==> src/include/ex_defs.svh <==
// Execute stage width definitions

`ifndef EX_DEFS_SVH
`define EX_DEFS_SVH

//////////////////////////////////////////////////////////////////////
// Datapath widths
//////////////////////////////////////////////////////////////////////

// Register and operand word
`define EX_XLEN 32

// Register file address, covers integer and spare upper half
`define EX_RADDR_W 6

//////////////////////////////////////////////////////////////////////
// Control widths
//////////////////////////////////////////////////////////////////////

// Operator word shared by ALU and multiplier
`define EX_OP_W 4

// Shift amount field taken from operand B
`define EX_SHAMT_W 5

`endif

==> src/design/ex_pkg.sv <==
// Execute stage operator types

`include "ex_defs.svh"

package ex_pkg;

  // ALU view of the operator word
  typedef enum logic [`EX_OP_W-1:0] {
    ALU_ADD  = 4'h0,
    ALU_SUB  = 4'h1,
    ALU_AND  = 4'h2,
    ALU_OR   = 4'h3,
    ALU_XOR  = 4'h4,
    ALU_SLL  = 4'h5,
    ALU_SRL  = 4'h6,
    ALU_SRA  = 4'h7,
    ALU_SLT  = 4'h8,
    ALU_SLTU = 4'h9,
    // Branch compares
    ALU_EQ   = 4'ha,
    ALU_NE   = 4'hb,
    ALU_LT   = 4'hc,
    ALU_GE   = 4'hd,
    ALU_LTU  = 4'he,
    ALU_GEU  = 4'hf
  } ex_alu_op_e;

  // Multiplier view of the operator word
  // Signed mode bit 0 marks A signed, bit 1 marks B signed
  typedef struct packed {
    logic       high;
    logic [1:0] signed_mode;
    logic       rsvd;
  } ex_mult_op_t;

  // One operator word, decoded by whichever unit is enabled
  typedef union packed {
    ex_alu_op_e  alu;
    ex_mult_op_t mult;
  } ex_op_u;

endpackage

==> src/design/ex_result_if.sv <==
// Unit result bundle

`include "ex_defs.svh"

interface ex_result_if;

  // ALU side
  logic [`EX_XLEN-1:0] alu_result;
  logic                alu_cmp;

  // Multiplier side, ready low while the upper word is computed
  logic [`EX_XLEN-1:0] mult_result;
  logic                mult_ready;

  // Producers
  modport alu_src  (output alu_result, output alu_cmp);
  modport mult_src (output mult_result, output mult_ready);

  // Result select and stall logic
  modport sink (
    input alu_result,
    input alu_cmp,
    input mult_result,
    input mult_ready
  );

endinterface

==> src/design/ex_alu.sv <==
// Integer ALU and branch compare

`include "ex_defs.svh"

module ex_alu import ex_pkg::*; (
  input  ex_op_u              op_i,
  input  logic [`EX_XLEN-1:0] operand_a_i,
  input  logic [`EX_XLEN-1:0] operand_b_i,
  ex_result_if.alu_src        res
);

  logic [`EX_SHAMT_W-1:0] shamt;
  logic                   lt_s;
  logic                   lt_u;
  logic                   cmp;
  logic [`EX_XLEN-1:0]    result;

  // Shift amount from low five bits of B
  assign shamt = operand_b_i[`EX_SHAMT_W-1:0];

  // Shared less-than comparators
  assign lt_s = $signed(operand_a_i) < $signed(operand_b_i);
  assign lt_u = operand_a_i < operand_b_i;

  // Compare outcome, zero for arithmetic and logic ops
  always_comb begin
    case (op_i.alu)
      ALU_SLT, ALU_LT:   cmp = lt_s;
      ALU_SLTU, ALU_LTU: cmp = lt_u;
      ALU_EQ:            cmp = (operand_a_i == operand_b_i);
      ALU_NE:            cmp = (operand_a_i != operand_b_i);
      ALU_GE:            cmp = ~lt_s;
      ALU_GEU:           cmp = ~lt_u;
      default:           cmp = 1'b0;
    endcase
  end

  // Result word
  always_comb begin
    case (op_i.alu)
      ALU_ADD: result = operand_a_i + operand_b_i;
      ALU_SUB: result = operand_a_i - operand_b_i;
      ALU_AND: result = operand_a_i & operand_b_i;
      ALU_OR:  result = operand_a_i | operand_b_i;
      ALU_XOR: result = operand_a_i ^ operand_b_i;
      ALU_SLL: result = operand_a_i << shamt;
      ALU_SRL: result = operand_a_i >> shamt;
      ALU_SRA: result = $unsigned($signed(operand_a_i) >>> shamt);
      // Set and compare ops give 0 or 1
      default: result = {{(`EX_XLEN-1){1'b0}}, cmp};
    endcase
  end

  assign res.alu_result = result;
  assign res.alu_cmp    = cmp;

endmodule

==> src/design/ex_mult.sv <==
// Integer multiplier

`include "ex_defs.svh"

module ex_mult import ex_pkg::*; (
  input  logic                clk,
  input  logic                rst_n,
  input  logic                enable_i,
  input  ex_op_u              op_i,
  input  logic [`EX_XLEN-1:0] operand_a_i,
  input  logic [`EX_XLEN-1:0] operand_b_i,
  output logic                multicycle_o,
  ex_result_if.mult_src       res
);

  logic [`EX_XLEN:0]       op_a_ext;
  logic [`EX_XLEN:0]       op_b_ext;
  logic [2*`EX_XLEN-1:0]   product;
  logic                    busy_q;
  logic [`EX_XLEN-1:0]     high_q;

  //////////////////////////////////////////////////////////////////////
  // Operand extension and product
  //////////////////////////////////////////////////////////////////////

  // Sign bit only where the mode marks that operand as signed
  assign op_a_ext = {op_i.mult.signed_mode[0] & operand_a_i[`EX_XLEN-1], operand_a_i};
  assign op_b_ext = {op_i.mult.signed_mode[1] & operand_b_i[`EX_XLEN-1], operand_b_i};

  // 33 by 33 signed product covers all three upper-word variants
  assign product = $signed(op_a_ext) * $signed(op_b_ext);

  //////////////////////////////////////////////////////////////////////
  // Upper-word sequencing
  //////////////////////////////////////////////////////////////////////

  // First enabled cycle of an upper-word op
  assign multicycle_o = enable_i & op_i.mult.high & ~busy_q;

  // Second cycle shows the registered word
  always_ff @(posedge clk or negedge rst_n) begin
    if (!rst_n) begin
      busy_q <= 1'b0;
    end else begin
      busy_q <= multicycle_o;
    end
  end

  // Upper word captured in the first cycle
  always_ff @(posedge clk) begin
    if (multicycle_o) begin
      high_q <= product[2*`EX_XLEN-1:`EX_XLEN];
    end
  end

  // Low word goes straight out and MUL never stalls
  assign res.mult_result = busy_q ? high_q : product[`EX_XLEN-1:0];
  assign res.mult_ready  = ~multicycle_o;

endmodule

==> src/design/ex_fwd_mux.sv <==
// Forwarding port select and stall logic

`include "ex_defs.svh"

module ex_fwd_mux (
  input  logic                   alu_en_i,
  input  logic                   mult_en_i,
  input  logic                   csr_access_i,
  input  logic                   lsu_en_i,
  input  logic [`EX_XLEN-1:0]    csr_rdata_i,
  input  logic                   regfile_alu_we_i,
  input  logic [`EX_RADDR_W-1:0] regfile_alu_waddr_i,
  input  logic                   lsu_ready_ex_i,
  input  logic                   wb_ready_i,
  input  logic                   branch_in_ex_i,
  ex_result_if.sink              res,
  output logic                   regfile_alu_we_fw_o,
  output logic [`EX_RADDR_W-1:0] regfile_alu_waddr_fw_o,
  output logic [`EX_XLEN-1:0]    regfile_alu_wdata_fw_o,
  output logic                   ex_ready_o,
  output logic                   ex_valid_o
);

  logic units_ready;
  logic any_en;

  // Write port data, later matches override earlier ones
  always_comb begin
    regfile_alu_wdata_fw_o = '0;
    if (alu_en_i) begin
      regfile_alu_wdata_fw_o = res.alu_result;
    end
    if (mult_en_i) begin
      regfile_alu_wdata_fw_o = res.mult_result;
    end
    // CSR read data wins
    if (csr_access_i) begin
      regfile_alu_wdata_fw_o = csr_rdata_i;
    end
  end

  // Enable and address pass straight to the ID stage
  assign regfile_alu_we_fw_o    = regfile_alu_we_i;
  assign regfile_alu_waddr_fw_o = regfile_alu_waddr_i;

  //////////////////////////////////////////////////////////////////////
  // Stall control
  //////////////////////////////////////////////////////////////////////

  assign units_ready = res.mult_ready & lsu_ready_ex_i & wb_ready_i;
  assign any_en      = alu_en_i | mult_en_i | csr_access_i | lsu_en_i;

  // Branches resolve here, so they bypass the downstream ready
  assign ex_ready_o = units_ready | branch_in_ex_i;
  assign ex_valid_o = any_en & units_ready;

endmodule

==> src/design/ex_wb_reg.sv <==
// EX/WB load/store write port register

`include "ex_defs.svh"

module ex_wb_reg (
  input  logic                   clk,
  input  logic                   rst_n,
  input  logic                   ex_valid_i,
  input  logic                   wb_ready_i,
  input  logic                   lsu_err_i,
  input  logic                   regfile_we_i,
  input  logic [`EX_RADDR_W-1:0] regfile_waddr_i,
  output logic                   regfile_we_wb_o,
  output logic [`EX_RADDR_W-1:0] regfile_waddr_wb_o
);

  logic we_masked;

  // A faulting access never writes the register file
  assign we_masked = regfile_we_i & ~lsu_err_i;

  always_ff @(posedge clk or negedge rst_n) begin
    if (!rst_n) begin
      regfile_we_wb_o    <= 1'b0;
      regfile_waddr_wb_o <= '0;
    end else if (ex_valid_i) begin
      // Valid already implies WB ready
      regfile_we_wb_o <= we_masked;
      if (we_masked) begin
        regfile_waddr_wb_o <= regfile_waddr_i;
      end
    end else if (wb_ready_i) begin
      // WB free but nothing arriving, flush the slot
      regfile_we_wb_o <= 1'b0;
    end
    // WB stalled, hold contents
  end

endmodule

==> src/design/ex_stage.sv <==
// Execute stage top

`include "ex_defs.svh"

module ex_stage import ex_pkg::*; (
  input  logic                   clk,
  input  logic                   rst_n,

  // Operator and ALU operands
  input  ex_op_u                 op_i,
  input  logic [`EX_XLEN-1:0]    alu_operand_a_i,
  input  logic [`EX_XLEN-1:0]    alu_operand_b_i,
  input  logic [`EX_XLEN-1:0]    alu_operand_c_i,
  input  logic                   alu_en_i,

  // Multiplier
  input  logic [`EX_XLEN-1:0]    mult_operand_a_i,
  input  logic [`EX_XLEN-1:0]    mult_operand_b_i,
  input  logic                   mult_en_i,
  output logic                   mult_multicycle_o,

  // CSR and load/store
  input  logic                   csr_access_i,
  input  logic [`EX_XLEN-1:0]    csr_rdata_i,
  input  logic                   lsu_en_i,
  input  logic [`EX_XLEN-1:0]    lsu_rdata_i,
  input  logic                   lsu_ready_ex_i,
  input  logic                   lsu_err_i,

  // From decode
  input  logic                   branch_in_ex_i,
  input  logic                   regfile_alu_we_i,
  input  logic [`EX_RADDR_W-1:0] regfile_alu_waddr_i,
  input  logic                   regfile_we_i,
  input  logic [`EX_RADDR_W-1:0] regfile_waddr_i,

  // Forwarding port
  output logic                   regfile_alu_we_fw_o,
  output logic [`EX_RADDR_W-1:0] regfile_alu_waddr_fw_o,
  output logic [`EX_XLEN-1:0]    regfile_alu_wdata_fw_o,

  // Load/store write port
  output logic                   regfile_we_wb_o,
  output logic [`EX_RADDR_W-1:0] regfile_waddr_wb_o,
  output logic [`EX_XLEN-1:0]    regfile_wdata_wb_o,

  // To fetch
  output logic [`EX_XLEN-1:0]    jump_target_o,
  output logic                   branch_decision_o,

  // Stall control
  output logic                   ex_ready_o,
  output logic                   ex_valid_o,
  input  logic                   wb_ready_i
);

  ex_result_if res_if ();

  //////////////////////////////////////////////////////////////////////
  // Execute units
  //////////////////////////////////////////////////////////////////////

  ex_alu alu_inst (
    .op_i        (op_i),
    .operand_a_i (alu_operand_a_i),
    .operand_b_i (alu_operand_b_i),
    .res         (res_if.alu_src)
  );

  ex_mult mult_inst (
    .clk          (clk),
    .rst_n        (rst_n),
    .enable_i     (mult_en_i),
    .op_i         (op_i),
    .operand_a_i  (mult_operand_a_i),
    .operand_b_i  (mult_operand_b_i),
    .multicycle_o (mult_multicycle_o),
    .res          (res_if.mult_src)
  );

  //////////////////////////////////////////////////////////////////////
  // Result select and EX/WB register
  //////////////////////////////////////////////////////////////////////

  ex_fwd_mux fwd_mux_inst (
    .alu_en_i               (alu_en_i),
    .mult_en_i              (mult_en_i),
    .csr_access_i           (csr_access_i),
    .lsu_en_i               (lsu_en_i),
    .csr_rdata_i            (csr_rdata_i),
    .regfile_alu_we_i       (regfile_alu_we_i),
    .regfile_alu_waddr_i    (regfile_alu_waddr_i),
    .lsu_ready_ex_i         (lsu_ready_ex_i),
    .wb_ready_i             (wb_ready_i),
    .branch_in_ex_i         (branch_in_ex_i),
    .res                    (res_if.sink),
    .regfile_alu_we_fw_o    (regfile_alu_we_fw_o),
    .regfile_alu_waddr_fw_o (regfile_alu_waddr_fw_o),
    .regfile_alu_wdata_fw_o (regfile_alu_wdata_fw_o),
    .ex_ready_o             (ex_ready_o),
    .ex_valid_o             (ex_valid_o)
  );

  ex_wb_reg wb_reg_inst (
    .clk                (clk),
    .rst_n              (rst_n),
    .ex_valid_i         (ex_valid_o),
    .wb_ready_i         (wb_ready_i),
    .lsu_err_i          (lsu_err_i),
    .regfile_we_i       (regfile_we_i),
    .regfile_waddr_i    (regfile_waddr_i),
    .regfile_we_wb_o    (regfile_we_wb_o),
    .regfile_waddr_wb_o (regfile_waddr_wb_o)
  );

  // Load data goes to WB unregistered
  assign regfile_wdata_wb_o = lsu_rdata_i;

  // Branch target is operand C, decision from the ALU compare
  assign jump_target_o     = alu_operand_c_i;
  assign branch_decision_o = res_if.alu_cmp;

endmodule

==> config.mk <==
export PLATFORM = sky130hd
export DESIGN_NAME = ex_stage
export DESIGN_NICKNAME = d
export VERILOG_FILES = /design/src/design/ex_pkg.sv /design/src/design/ex_result_if.sv /design/src/design/ex_alu.sv /design/src/design/ex_mult.sv /design/src/design/ex_fwd_mux.sv /design/src/design/ex_wb_reg.sv /design/src/design/ex_stage.sv
export VERILOG_INCLUDE_DIRS = /design/src /design/src/include
export SDC_FILE = /design/constraint.sdc
export NUM_CORES = 2
export LEC_CHECK = 0
export BUFFER_PORTS_ARGS = -buffer_cell sky130_fd_sc_hd__buf_4
export CAP_MARGIN = 20
export CORE_AREA = 2 2 380 382
export CTS_BUF_LIST = sky130_fd_sc_hd__clkbuf_4 sky130_fd_sc_hd__clkbuf_8
export DETAILED_ROUTE_END_ITERATION = 10
export DIE_AREA = 0 0 382 384
export GPL_TIMING_DRIVEN = 0
export SLEW_MARGIN = 20
export SYNTH_ARGS = -nofsm -noshare
export SYNTH_HDL_FRONTEND = slang
export SYNTH_HIERARCHICAL = 1
export SYNTH_SLANG_ARGS = --single-unit
export TNS_END_PERCENT = 100
==> constraint.sdc <==
create_clock -name clk -period 28.5 [get_ports clk]
set_input_delay 4.275 -clock clk [delete_from_list [all_inputs] [get_ports clk]]
set_output_delay 4.275 -clock clk [all_outputs]
set_load 0.01 [all_outputs]
==> impl_metrics.json <==
{
  "antenna_found_initial": 15,
  "grt_usage_pct": 29.5,
  "yosysWarnings": 6,
  "clk_path_buf_depth": 2,
  "tightest_slew_ns": 1.26,
  "arrival_ns": 13.25,
  "hold_path.class": "reg -> reg",
  "syn-num-nets": 7472,
  "yosysTopAreaCellShare_pct": 45.5,
  "tns_ns": 0,
  "layout-drive-gt1-share_pct": 8.79,
  "yosys.cell_count.top_type": "inv_1",
  "numCtsBuffers": 5,
  "fin_crit_sh_pct": 61.5,
  "wire_per_inst_um": 27.4,
  "synth_edf_count": 32,
  "totalWireLength_mm": 219,
  "vias": 43800,
  "port_buffers": 290,
  "synthTopCellsByArea": "fa_1 (46%), inv_1 (9.1%), ha_1 (8.0%), nand2_1 (6.4%), and2_1 (4.6%)",
  "area_growth_pct": 9.55,
  "synth_top_area_cell": "fa_1",
  "cts.sinks": 40,
  "grt.overflow.total": 0,
  "hpwl_mm": 185,
  "drt_iter0_markers": 4860,
  "clockRootBuffer": "clkbuf_8",
  "required_ns": 24.23,
  "cp_slowest_cell": "clkbuf_1",
  "yosysSeqAreaShare_pct": 2.34,
  "grt_pass1_vias": 44200,
  "yosys-top-cells-count": "inv_1 (1,199), fa_1 (1,127), nand2_1 (849)",
  "syn_area_mm2": 0.0495,
  "relSlewSlack_pct": 15.7,
  "drc_errors": 0,
  "cts_tree": "done",
  "vias_per_cell": 5.48,
  "fill_cells": 14700,
  "fin_area_mm2": 0.0543,
  "skew_ns": 0.00476,
  "postSynth.asyncResetShare_pct": 20.0,
  "post_cts_buffers": 0,
  "synth-main-ff-cell": "edfxtp_1",
  "fin_nets": 7771,
  "setup.worst_path.start_class": "primary input",
  "design.die.area_mm2": 0.147,
  "grt_pass1_wl_mm": 311,
  "period_needed_ns": 17.52,
  "start_util_pct": 34.7,
  "fin_util_pct": 38.0,
  "post_dp_cell_area_mm2": 0.0541,
  "r2r_setup_slack_ns": 26.01,
  "path_clk_slew_ns": 0.08,
  "grt_max_degree": 34,
  "max_stage_delay_ns": 0.72,
  "rsz0062_at_grt": "false",
  "ant_nets": 0,
  "design.core.area_mm2": 0.143,
  "ys_seq_elements": 40,
  "io_pins": 366,
  "crit_type": "in -> out",
  "place_congestion": 1.06,
  "postCtsHoldBufs": 0,
  "rows": 139,
  "fmax_mhz": 57.1,
  "drtPass1Iterations": 6,
  "status": "completed",
  "maxCapViolCount": 0,
  "postSynthAreaPerCell_um2": 8.57,
  "finalMaxSlewViolations": 0,
  "htreeDepth": 2,
  "syn_inst": 5777,
  "post_cts_resized": 0,
  "die_x_um": 382,
  "endpoint_kind": "primary output",
  "path_common_cell": "fa_1",
  "die_h_um": 384,
  "synth_cell_type_count": 95,
  "setup_viol_count_final": 0,
  "hold_violations": 0,
  "insertion_delay_ns": 0.32,
  "path_max_fanout": 10
}
[registers in the layout, indices dropped and copies added (netlist names)]
name,count
mult_inst/high_q,32
mult_inst/busy_q,1
wb_reg_inst/regfile_we_wb_o,1
wb_reg_inst/regfile_waddr_wb_o,6
[per-stage QoR]
step                      std cells  setup slack, ns  hold slack (ns)
after floorplan                5777            13.27            0.550
after global placement         7970            10.79            0.490
after detailed placement       7971            10.81            0.498
after CTS                      7979            10.80            0.518
after global routing           7982            10.74            0.525
final                          7989            10.98            0.512
[layer usage]
metal / share of wire (%) / GRT usage, %
met1: 38 / 38.6
met2: 42 / 43.8
met3: 11 / 7.64
met4: 7.5 / 17.4
met5: 0.038 / 0
[cells in the final DEF (no fill, tap or decap), types with 12 or more instances in the layout]
| cell | instances |
|---|---|
| a211o_1 | 17 |
| a211oi_1 | 35 |
| a21o_1 | 34 |
| a21oi_1 | 245 |
| a221oi_1 | 18 |
| a31oi_1 | 19 |
| and2_1 | 361 |
| and3_1 | 29 |
| buf_1 | 14 |
| buf_2 | 35 |
| buf_4 | 365 |
| clkbuf_1 | 269 |
| edfxtp_1 | 32 |
| fa_1 | 1127 |
| ha_1 | 316 |
| inv_1 | 1198 |
| mux2_2 | 21 |
| mux2i_1 | 39 |
| mux4_2 | 47 |
| nand2_1 | 849 |
| nand2b_1 | 19 |
| nand3_1 | 36 |
| nand3b_1 | 34 |
| nand4_1 | 15 |
| nor2_1 | 233 |
| nor2b_1 | 51 |
| nor3_1 | 45 |
| nor4_1 | 15 |
| o211ai_1 | 33 |
| o21ai_0 | 165 |
| o21ai_1 | 12 |
| o21bai_1 | 17 |
| o221ai_1 | 12 |
| o31ai_1 | 18 |
| or3_1 | 18 |
| xnor2_1 | 72 |
| xor2_1 | 19 |
[worst paths after layout]
path / startpoint / to / cells after the start
max in group asynchronous: rst_n / wb_reg_inst/regfile_waddr_wb_o[0] / 1
hold reg to reg: wb_reg_inst/regfile_waddr_wb_o[3] / wb_reg_inst/regfile_waddr_wb_o[3] / 1
min in group asynchronous: rst_n / wb_reg_inst/regfile_we_wb_o / 1
hold / removal: wb_reg_inst/regfile_waddr_wb_o[3] / wb_reg_inst/regfile_waddr_wb_o[3] / 1
setup / recovery: mult_operand_b_i[8] / regfile_alu_wdata_fw_o[31] / 29
setup reg to reg: mult_inst/busy_q / wb_reg_inst/regfile_waddr_wb_o[2] / 6
[critical path, delay by kind of cell]
kind	cells	cell delay, ns
buf+inv	8	1.94
simple gates	1	0.14
compound gates	11	2.43
fa+ha+maj	9	4.45
[cell families (layout without fill, tap and decap cells)]
kind of cell | count (synthesis) | after routing | share of synthesized area [%]
xor+xnor | 91 | 91 | 1.61
fa+ha+maj | 1443 | 1443 | 53.5
compound gates | 737 | 737 | 9.43
simple gates | 1750 | 1750 | 16.7
mux | 107 | 107 | 3.40
other cells | 0 | 9 | 0
flops | 40 | 40 | 2.34
buf+inv | 1609 | 1909 | 13.0
[cell type report]
class                   instances  area, um2  area share, %
repair buffers                292       2210           4.08
clock inverters                 3       18.8         0.0346
well taps                    1903       2380           4.39
diodes                          9       22.5         0.0415
flip-flops and latches         40       1160           2.14
clock buffers                   5       68.8          0.127
multi-input cells            4128      42000           77.4
inverters                    1203       4520           8.32
plain buffers                 406       1910           3.52
Power is left out: the tool's default activity adds up to more than one toggle a clock period on the data nets, which glitch-free logic cannot reach.
